**config.mk**
```make
export PLATFORM = sky130hd
export DESIGN_NAME = apb_mem_loader
export DESIGN_NICKNAME = d
export VERILOG_FILES = /design/src/design/apb_map_pkg.sv /design/src/design/gat_dims_pkg.sv /design/src/design/apb_mem_loader.sv
export SDC_FILE = /design/constraint.sdc
export NUM_CORES = 1
export LEC_CHECK = 0
export ABC_CLOCK_PERIOD_IN_PS = 1000
export BUFFER_PORTS_ARGS = -buffer_cell sky130_fd_sc_hd__buf_2
export CORE_AREA = 2 2 73 75
export DETAILED_ROUTE_END_ITERATION = 10
export DIE_AREA = 0 0 75 77
export HOLD_SLACK_MARGIN = 0.08
export PLACE_DENSITY = 0.66
export SLEW_MARGIN = 5
export SYNTH_ARGS = -nofsm -noshare
export SYNTH_HDL_FRONTEND = slang
export SYNTH_SLANG_ARGS = --single-unit
```
**constraint.sdc**
```tcl
create_clock -name clk -period 1 [get_ports clk]
set_input_delay 0.05 -clock clk [delete_from_list [all_inputs] [get_ports clk]]
set_output_delay 0.05 -clock clk [all_outputs]
set_load 0.1 [all_outputs]
```
**src/design/apb_map_pkg.sv**
```systemverilog
/* APB widths and region map. Region sits in paddr[15:12], word index in
   paddr[11:2]; byte offset bits are ignored. */

`default_nettype none

package apb_map_pkg;

  localparam int APB_ADDR_W = 16;
  localparam int APB_DATA_W = 32;

  // Address fields
  localparam int REGION_LSB = 12;
  localparam int INDEX_LSB  = 2;
  localparam int REGION_W   = APB_ADDR_W - REGION_LSB;
  localparam int INDEX_W    = REGION_LSB - INDEX_LSB;

  // Region codes
  localparam logic [REGION_W-1:0] REGION_H_DATA    = 4'd0;
  localparam logic [REGION_W-1:0] REGION_NODE_INFO = 4'd1;
  localparam logic [REGION_W-1:0] REGION_WEIGHT    = 4'd2;
  localparam logic [REGION_W-1:0] REGION_FEATURE   = 4'd3;

endpackage

`default_nettype wire

```
**src/design/gat_dims_pkg.sv**
```systemverilog
/* Graph and memory dimensions, scaled down for simulation.
   Changing a base count moves the derived widths and depths with it. */

`default_nettype none

package gat_dims_pkg;

  // ==========================================================================
  // Graph and feature sizes
  // ==========================================================================
  localparam int DATA_WIDTH        = 8;
  localparam int NUM_FEATURE_IN    = 30;
  localparam int NUM_FEATURE_OUT   = 16;
  localparam int TOTAL_NODES       = 256;
  localparam int MAX_NODES         = 16;
  localparam int NUM_SUBGRAPHS     = 32;

  // ==========================================================================
  // Memory words
  // ==========================================================================
  // H data word is the value with its column index on top
  localparam int COL_IDX_WIDTH     = $clog2(NUM_FEATURE_IN);
  localparam int H_DATA_WIDTH      = DATA_WIDTH + COL_IDX_WIDTH;
  localparam int H_DATA_DEPTH      = 1024;

  // Node info: row length, node count, flag
  localparam int NODE_INFO_WIDTH   = COL_IDX_WIDTH + $clog2(MAX_NODES) + 1;
  localparam int NODE_INFO_DEPTH   = TOTAL_NODES;

  localparam int WEIGHT_DEPTH      = NUM_FEATURE_OUT * (NUM_FEATURE_IN + 2);

  localparam int NEW_FEATURE_WIDTH = 32;
  localparam int NEW_FEATURE_DEPTH = NUM_SUBGRAPHS * NUM_FEATURE_OUT;

  // Address widths
  localparam int H_DATA_ADDR_W      = $clog2(H_DATA_DEPTH);
  localparam int NODE_INFO_ADDR_W   = $clog2(NODE_INFO_DEPTH);
  localparam int WEIGHT_ADDR_W      = $clog2(WEIGHT_DEPTH);
  localparam int NEW_FEATURE_ADDR_W = $clog2(NEW_FEATURE_DEPTH);

endpackage

`default_nettype wire

```
**src/design/apb_mem_loader.sv**
```systemverilog
/* APB slave, no wait states on writes, one on feature reads.
   H data, node info and weights are write only; features are read only. */

`default_nettype none

module apb_mem_loader (
  input  logic                                        clk,
  input  logic                                        rst_n,
  input  logic                                        psel,
  input  logic                                        penable,
  input  logic                                        pwrite,
  input  logic [apb_map_pkg::APB_ADDR_W-1:0]          paddr,
  input  logic [apb_map_pkg::APB_DATA_W-1:0]          pwdata,
  output logic [apb_map_pkg::APB_DATA_W-1:0]          prdata,
  output logic                                        pready,
  output logic                                        pslverr,
  output logic                                        ps_h_data_ena,
  output logic [gat_dims_pkg::H_DATA_ADDR_W-1:0]      ps_h_data_addr,
  output logic [gat_dims_pkg::H_DATA_WIDTH-1:0]       ps_h_data_din,
  output logic                                        ps_node_info_ena,
  output logic [gat_dims_pkg::NODE_INFO_ADDR_W-1:0]   ps_node_info_addr,
  output logic [gat_dims_pkg::NODE_INFO_WIDTH-1:0]    ps_node_info_din,
  output logic                                        ps_wgt_ena,
  output logic [gat_dims_pkg::WEIGHT_ADDR_W-1:0]      ps_wgt_addr,
  output logic [gat_dims_pkg::DATA_WIDTH-1:0]         ps_wgt_din,
  output logic [gat_dims_pkg::NEW_FEATURE_ADDR_W-1:0] ps_feat_addr,
  input  logic [gat_dims_pkg::NEW_FEATURE_WIDTH-1:0]  feat_dout
);

  import gat_dims_pkg::*;
  import apb_map_pkg::*;

  logic [REGION_W-1:0] region;
  logic [INDEX_W-1:0]  index;
  logic                access;
  logic                in_range;
  logic                bad_dir;
  logic                err;
  logic                wr_ok;
  logic                rd_ok;
  logic                rd_wait;

  assign region = paddr[APB_ADDR_W-1:REGION_LSB];
  assign index  = paddr[REGION_LSB-1:INDEX_LSB];
  assign access = psel & penable;

  // ==========================================================================
  // Region decode and error check
  // ==========================================================================
  always_comb begin
    in_range = 1'b0;
    bad_dir  = 1'b0;
    case (region)
      REGION_H_DATA: begin
        in_range = (index < H_DATA_DEPTH);
        bad_dir  = !pwrite;
      end
      REGION_NODE_INFO: begin
        in_range = (index < NODE_INFO_DEPTH);
        bad_dir  = !pwrite;
      end
      REGION_WEIGHT: begin
        in_range = (index < WEIGHT_DEPTH);
        bad_dir  = !pwrite;
      end
      REGION_FEATURE: begin
        in_range = (index < NEW_FEATURE_DEPTH);
        bad_dir  = pwrite;
      end
      // Unmapped region stays out of range
      default: begin
        in_range = 1'b0;
      end
    endcase
  end

  assign err   = !in_range | bad_dir;
  assign wr_ok = access & pwrite & !err;
  assign rd_ok = access & !pwrite & !err;

  // ==========================================================================
  // Memory write strobes
  // ==========================================================================
  assign ps_h_data_ena     = wr_ok & (region == REGION_H_DATA);
  assign ps_h_data_addr    = index[H_DATA_ADDR_W-1:0];
  assign ps_h_data_din     = pwdata[H_DATA_WIDTH-1:0];

  assign ps_node_info_ena  = wr_ok & (region == REGION_NODE_INFO);
  assign ps_node_info_addr = index[NODE_INFO_ADDR_W-1:0];
  assign ps_node_info_din  = pwdata[NODE_INFO_WIDTH-1:0];

  assign ps_wgt_ena        = wr_ok & (region == REGION_WEIGHT);
  assign ps_wgt_addr       = index[WEIGHT_ADDR_W-1:0];
  assign ps_wgt_din        = pwdata[DATA_WIDTH-1:0];

  // ==========================================================================
  // Feature read with one wait state
  // ==========================================================================
  // Address goes out in the first access cycle, RAM output is ready in the next
  assign ps_feat_addr = index[NEW_FEATURE_ADDR_W-1:0];

  always_ff @(posedge clk or negedge rst_n) begin
    if (!rst_n) begin
      rd_wait <= 1'b0;
    end else begin
      rd_wait <= rd_ok & !rd_wait;
    end
  end

  assign pready  = access & (err | pwrite | rd_wait);
  assign pslverr = access & err;
  assign prdata  = (rd_ok & rd_wait) ? APB_DATA_W'(feat_dout) : '0;

endmodule

`default_nettype wire

```
==> results of run 1 <==
[path summary, 6_finish.rpt]
kind                                   start                end  slack [ps]  cells past startpoint
min                               pwdata[10]  ps_h_data_din[10]         100                      0
max reg2reg                rd_wait$_DFF_PN0_  rd_wait$_DFF_PN0_         230                      2
max                                paddr[11]         prdata[26]        -400                      6
min in group asynchronous              rst_n  rd_wait$_DFF_PN0_         400                      2
min reg2reg                rd_wait$_DFF_PN0_  rd_wait$_DFF_PN0_         600                      2
max in group asynchronous              rst_n  rd_wait$_DFF_PN0_         510                      2
[cell families (layout without fill, tap and decap cells)]
logic type / Yosys count / in the layout
buffers and inverters: 74 / 98
AND/OR/NAND/NOR: 45 / 45
flip-flops: 1 / 1
AO/OA/AOI/OAI: 3 / 3
[metal layers]
metal,track usage (%),part of all wire [%],up-vias
li1,-,-,395
met1,9.69,33,364
met2,16.6,52,60
met3,3.02,14,9
met4,1.43,1.5,0
met5,0,0,-
[power groups by stage]
| stage | clock (W) | combinational [W] | sequential [W] |
|---|---|---|---|
| 6_report | 0 | 0.000328 | 0.0000415 |
| 5_1_grt | 0 | 0.000349 | 0.0000415 |
| 4_1_cts | 0 | 0.000331 | 0.0000415 |
| 3_5_place_dp | 0 | 0.000290 | 0.0000415 |
| 3_3_place_gp | 0 | 0.000286 | 0.0000415 |
| 2_1_floorplan | 0 | 0.00133 | 0.0000415 |
[final cells by class]
class | instances | area share (%)
Multi-Input combinational cell | 48 | 28.8
Timing Repair Buffer | 97 | 64.8
Inverter | 1 | 0.206
Tap cell | 70 | 4.82
Sequential cell | 1 | 1.38
[placed cells by master, fill, tap and decap left out]
cell type / Yosys / layout
dfrtp_1: 1 / 1
buf_2: 0 / 39
and3_4: 0 / 22
a31oi_4: 0 / 1
and4bb_2: 0 / 1
nor4b_4: 1 / 2
nand2_4: 0 / 1
o211ai_1: 1 / 1
and3_2: 2 / 10
dlygate4sd3_1: 0 / 1
a21oi_1: 1 / 1
inv_1: 1 / 1
nand2_1: 3 / 2
nor2_4: 0 / 2
nand4_1: 1 / 1
buf_12: 0 / 40
buf_6: 3 / 10
buf_8: 0 / 1
nor3_4: 0 / 3
and3b_2: 0 / 1
buf_4: 67 / 6
[metrics by stage]
| step | setup slack, ps | total power (W) |
|---|---|---|
| global placement | -410 | 0.000327 |
| floorplan | -628 | 0.00137 |
| CTS | -402 | 0.000372 |
| finish | -398 | 0.000370 |
| detailed placement | -426 | 0.000332 |
| global route | -443 | 0.000390 |
[timing repair]
| action | 4_1_cts | 5_1_grt |
|---|---|---|
| cloned | 0 | 0 |
| setup endpoints to repair | 37 | 38 |
| endpoints found under the hold margin | 1 | 0 |
| hold buffers | 1 | 0 |
| setup buffers | 4 | 2 |
| pin swaps | 12 | 7 |
| resized for setup | 21 | 6 |
==> run metrics, run 1 <==
Placer Congestion=0.688; vias per cell=between 3 and 4; Synth Area in XOR/XNOR=0%; minimum clock period=1400 ps; DRC=0; Seq cells post-synth=1; DPL Wire Length=2220 µm; clk_skew=0 ps; Worst setup EP type=output pin; Critical path buffers and inverters=3; Multi-input gate area=between 500 and 600 µm²; Post-synth EDFFs=0; Initial Util=17.9%; router iterations before antenna repair=2; cell area after layout=1820 µm²; # IOs=between 150 and 200; Tcrit/Tclk final=140%; final WL=~2700 µm; Top FF cell, synth=dfrtp_1; vias in the first global route=between 800 and 900; Seq. cell area=~25 µm²; Worst-Skew Late Latency=0 ps; Rows=26; Synth Instances=about 120; share of flip-flops with an asynchronous set or reset=between 90% and 100%; unrepaired setup endpoints after global routing=true; failing checks=negative setup slack; Synth area leader=buf_4; fin. max-slew vios=0; worst-path maximum fanout=32; WHS=~100 ps; Hold WC Path Type=in2out; relative slew slack=68.1%; Pleak=roughly 0.79 nW; sequential share of the synthesized area=between 2 and 3%; MaxCap Viol Count=0; layout cells sized above 1=94.6%; slowest cell on the critical path=and4bb_2; clock share of power=0%; status=complete, but fails checks; utilization after layout=between 30% and 40%; largest family of logic cells by synthesized area=buffers and inverters; I/O Buffers=83; dpl cell area=around 1700 µm²; most numerous cell in the Yosys netlist=buf_4; GRT overflow=0; largest registers=rd_wait x1; ranking of synthesized cells by area=buf_4, and3_1, buf_6, dfrtp_1, nor4b_4; nets=between 200 and 250; vias post-DR=828; Avg Synthesized Cell Area=7.25 µm²; most instantiated cells after synthesis=buf_4, and3_1; Synth Area in Adders=0%; Crit path required time=950 ps; Pint=~0.00019 W; maximum vdd drop=160 µV; final cell count without fillers=roughly 220; sw frac=49.3%; switching power total=roughly 0.00018 W; crit path DAT=1350 ps; Synth cell types=18; final hold viol count=0; Ant. Diodes=0; fill count=slightly below 500; setup ws final=-398 ps; placed insts=214; Layout area overhead=104%; Die W=75 µm; CP peak stage delay=~320 ps; Mapped Nets=208; # setup viols final=37; die height=77 µm; Die ar.=between 5000 and 6000 µm²; max reg flops=1; largest net degree at the start of global routing=33; Synth Area in Compound Gates=approximately 2.1%; YS warnings=0; Top delay family on crit path=simple AND/OR/NAND/NOR gates; worst-margin pin slew=just under 500 ps; fraction of the mapped netlist area in simple logic gates=roughly 33%; Crit path top cell by count=buf_12; FMAX=approximately 720 MHz; top cell type's share of synthesized area=between 50 and 60%; Netlist Area Pre-Place=roughly 890 µm²; Total Routing Usage GR=between 8 and 9%; Fin Setup TNS=-12300 ps; core area=roughly 5000 µm²; Crit Path Class=in2out; first-pass GRT wire length=roughly 4300 µm; antenna violations before repair=0; DRT iter0 DRCs=16; sequential fraction of design power=between 10 and 15%; Reg with most FFs=rd_wait; Comb pwr share=88.8%; Final ANT Viol Nets=0; mux share of post-synthesis cell area=0%; PD cells=about 200 nW/µm²; CP Cell Sequence=buf_6 > and4bb_2 > nor4b_4 > buf_12 > and3_2 > buf_12; Worst Setup Start Kind=input pin; detailed-route wire length per cell=12.3 µm
No activity file was read; power rests on OpenSTA's default activity.
==> run 2: changes to the inputs <==
--- a/config.mk
+++ b/config.mk
@@ -12,6 +12,7 @@
 export DIE_AREA = 0 0 75 77
 export HOLD_SLACK_MARGIN = 0.08
 export PLACE_DENSITY = 0.66
+export SKIP_CTS_REPAIR_TIMING = 1
 export SLEW_MARGIN = 5
 export SYNTH_ARGS = -nofsm -noshare
 export SYNTH_HDL_FRONTEND = slang
==> run metrics, run 2 (synthesis gave the netlist of run 1 again) <==
status=complete, but fails checks; failing checks=negative setup slack; Crit path required time=approximately 950 ps; Fin Setup TNS=-13240 ps; relative slew slack=between 60% and 70%; DRT iter0 DRCs=13; Worst-Skew Late Latency=0 ps; fill count=approximately 500; WHS=100 ps; fin. max-slew vios=0; router iterations before antenna repair=4; nets=235; Die W=around 75 µm; largest net degree at the start of global routing=33; Worst Setup Start Kind=input pin; I/O Buffers=83; leading cell type in the layout, fill and taps excluded=buf_2; FMAX=~700 MHz; Hold WC Path Type=in2out; vias post-DR=approximately 840; Pleak=about 0.8 nW; crit path DAT=1380 ps; Tcrit/Tclk final=143%; commonest non-fill, non-tap cells in the layout=buf_2, buf_12, and3_4; Die ar.=5780 µm²; Crit Path Class=in2out; vias per cell=slightly below 4; Final ANT Viol Nets=0; Layout area overhead=102%; final WL=2700 µm; Final Power=between 0.0003 and 0.0004 W; first-pass GRT wire length=~3900 µm; Worst setup EP type=output pin; detailed-route wire length per cell=roughly 12 µm; DPL Wire Length=2220 µm; pre-CTS WS=-426 ps; largest registers=rd_wait x1; die height=77 µm; Rows=26; final hold viol count=0; max reg flops=1; antenna violations before repair=0; vias in the first global route=around 810; core area=4980 µm²; DRC=0; unrepaired setup endpoints after global routing=true; Reg with most FFs=rd_wait; minimum clock period=between 1000 and 1500 ps; worst-margin pin slew=483 ps; # IOs=about 190; PD cells=approximately 210 nW/µm²; MaxCap Viol Count=0; layout cells sized above 1=a little over nine tenths; clk_skew=0 ps; setup ws final=-432 ps; GRT overflow=0; Ant. Diodes=0; maximum vdd drop=roughly 160 µV; utilization after layout=36.1%; worst-path maximum fanout=32; Placer Congestion=0.688; # setup viols final=34; Total Routing Usage GR=8.14%; Initial Util=17.9%
-- run 2: final timing paths --
path,start,end,cells after the start,slack [ps]
worst max-delay path,paddr[11],prdata[26],6,-430
worst min-delay path,pwdata[10],ps_h_data_din[10],0,100
worst max register to register,rd_wait$_DFF_PN0_,rd_wait$_DFF_PN0_,2,190
worst min register to register,rd_wait$_DFF_PN0_,rd_wait$_DFF_PN0_,2,600
max in group asynchronous,rst_n,rd_wait$_DFF_PN0_,2,520
min in group asynchronous,rst_n,rd_wait$_DFF_PN0_,2,390
-- run 2: worst max-delay path, stage by stage --
cell	delay, ps
buf_6	90
and4bb_2	340
nor4b_4	270
buf_12	210
and3_2	230
buf_12	170
-- run 2: power breakdown --
| part | internal [W] | leakage [nW] | switching [W] |
|---|---|---|---|
| combinational | 0.000145 | 0.767 | 0.000184 |
| clock | 0 | 0 | 0 |
| sequential | 0.0000413 | 0.0140 | 0.000000153 |
| total | 0.000187 | 0.781 | 0.000184 |
-- run 2: per-stage QoR --
stage | cell area [µm²] | cells
3_3_place_gp | 1690 | 214
6_report | 1800 | 218
4_1_cts | 1690 | 214
2_1_floorplan | 1060 | 123
3_5_place_dp | 1690 | 214
5_1_grt | 1800 | 218
-- run 2: area by class of cell --
cell class | count | area [µm²] | area share [%]
inverters | 1 | 3.75 | 0.209
multi-input cells | 48 | 515 | 28.7
flip-flops and latches | 1 | 25.0 | 1.39
well taps | 70 | 87.6 | 4.87
repair buffers | 98 | 1170 | 64.9
-- run 2: routing by layer --
metal / GRT usage [%] / vias up / wire (µm)
met4: 1.43 / 0 / 40
met2: 14.6 / 60 / 1390
met3: 3.02 / 9 / 393
met5: 0 / - / 0
li1: - / 396 / -
met1: 8.96 / 373 / 877
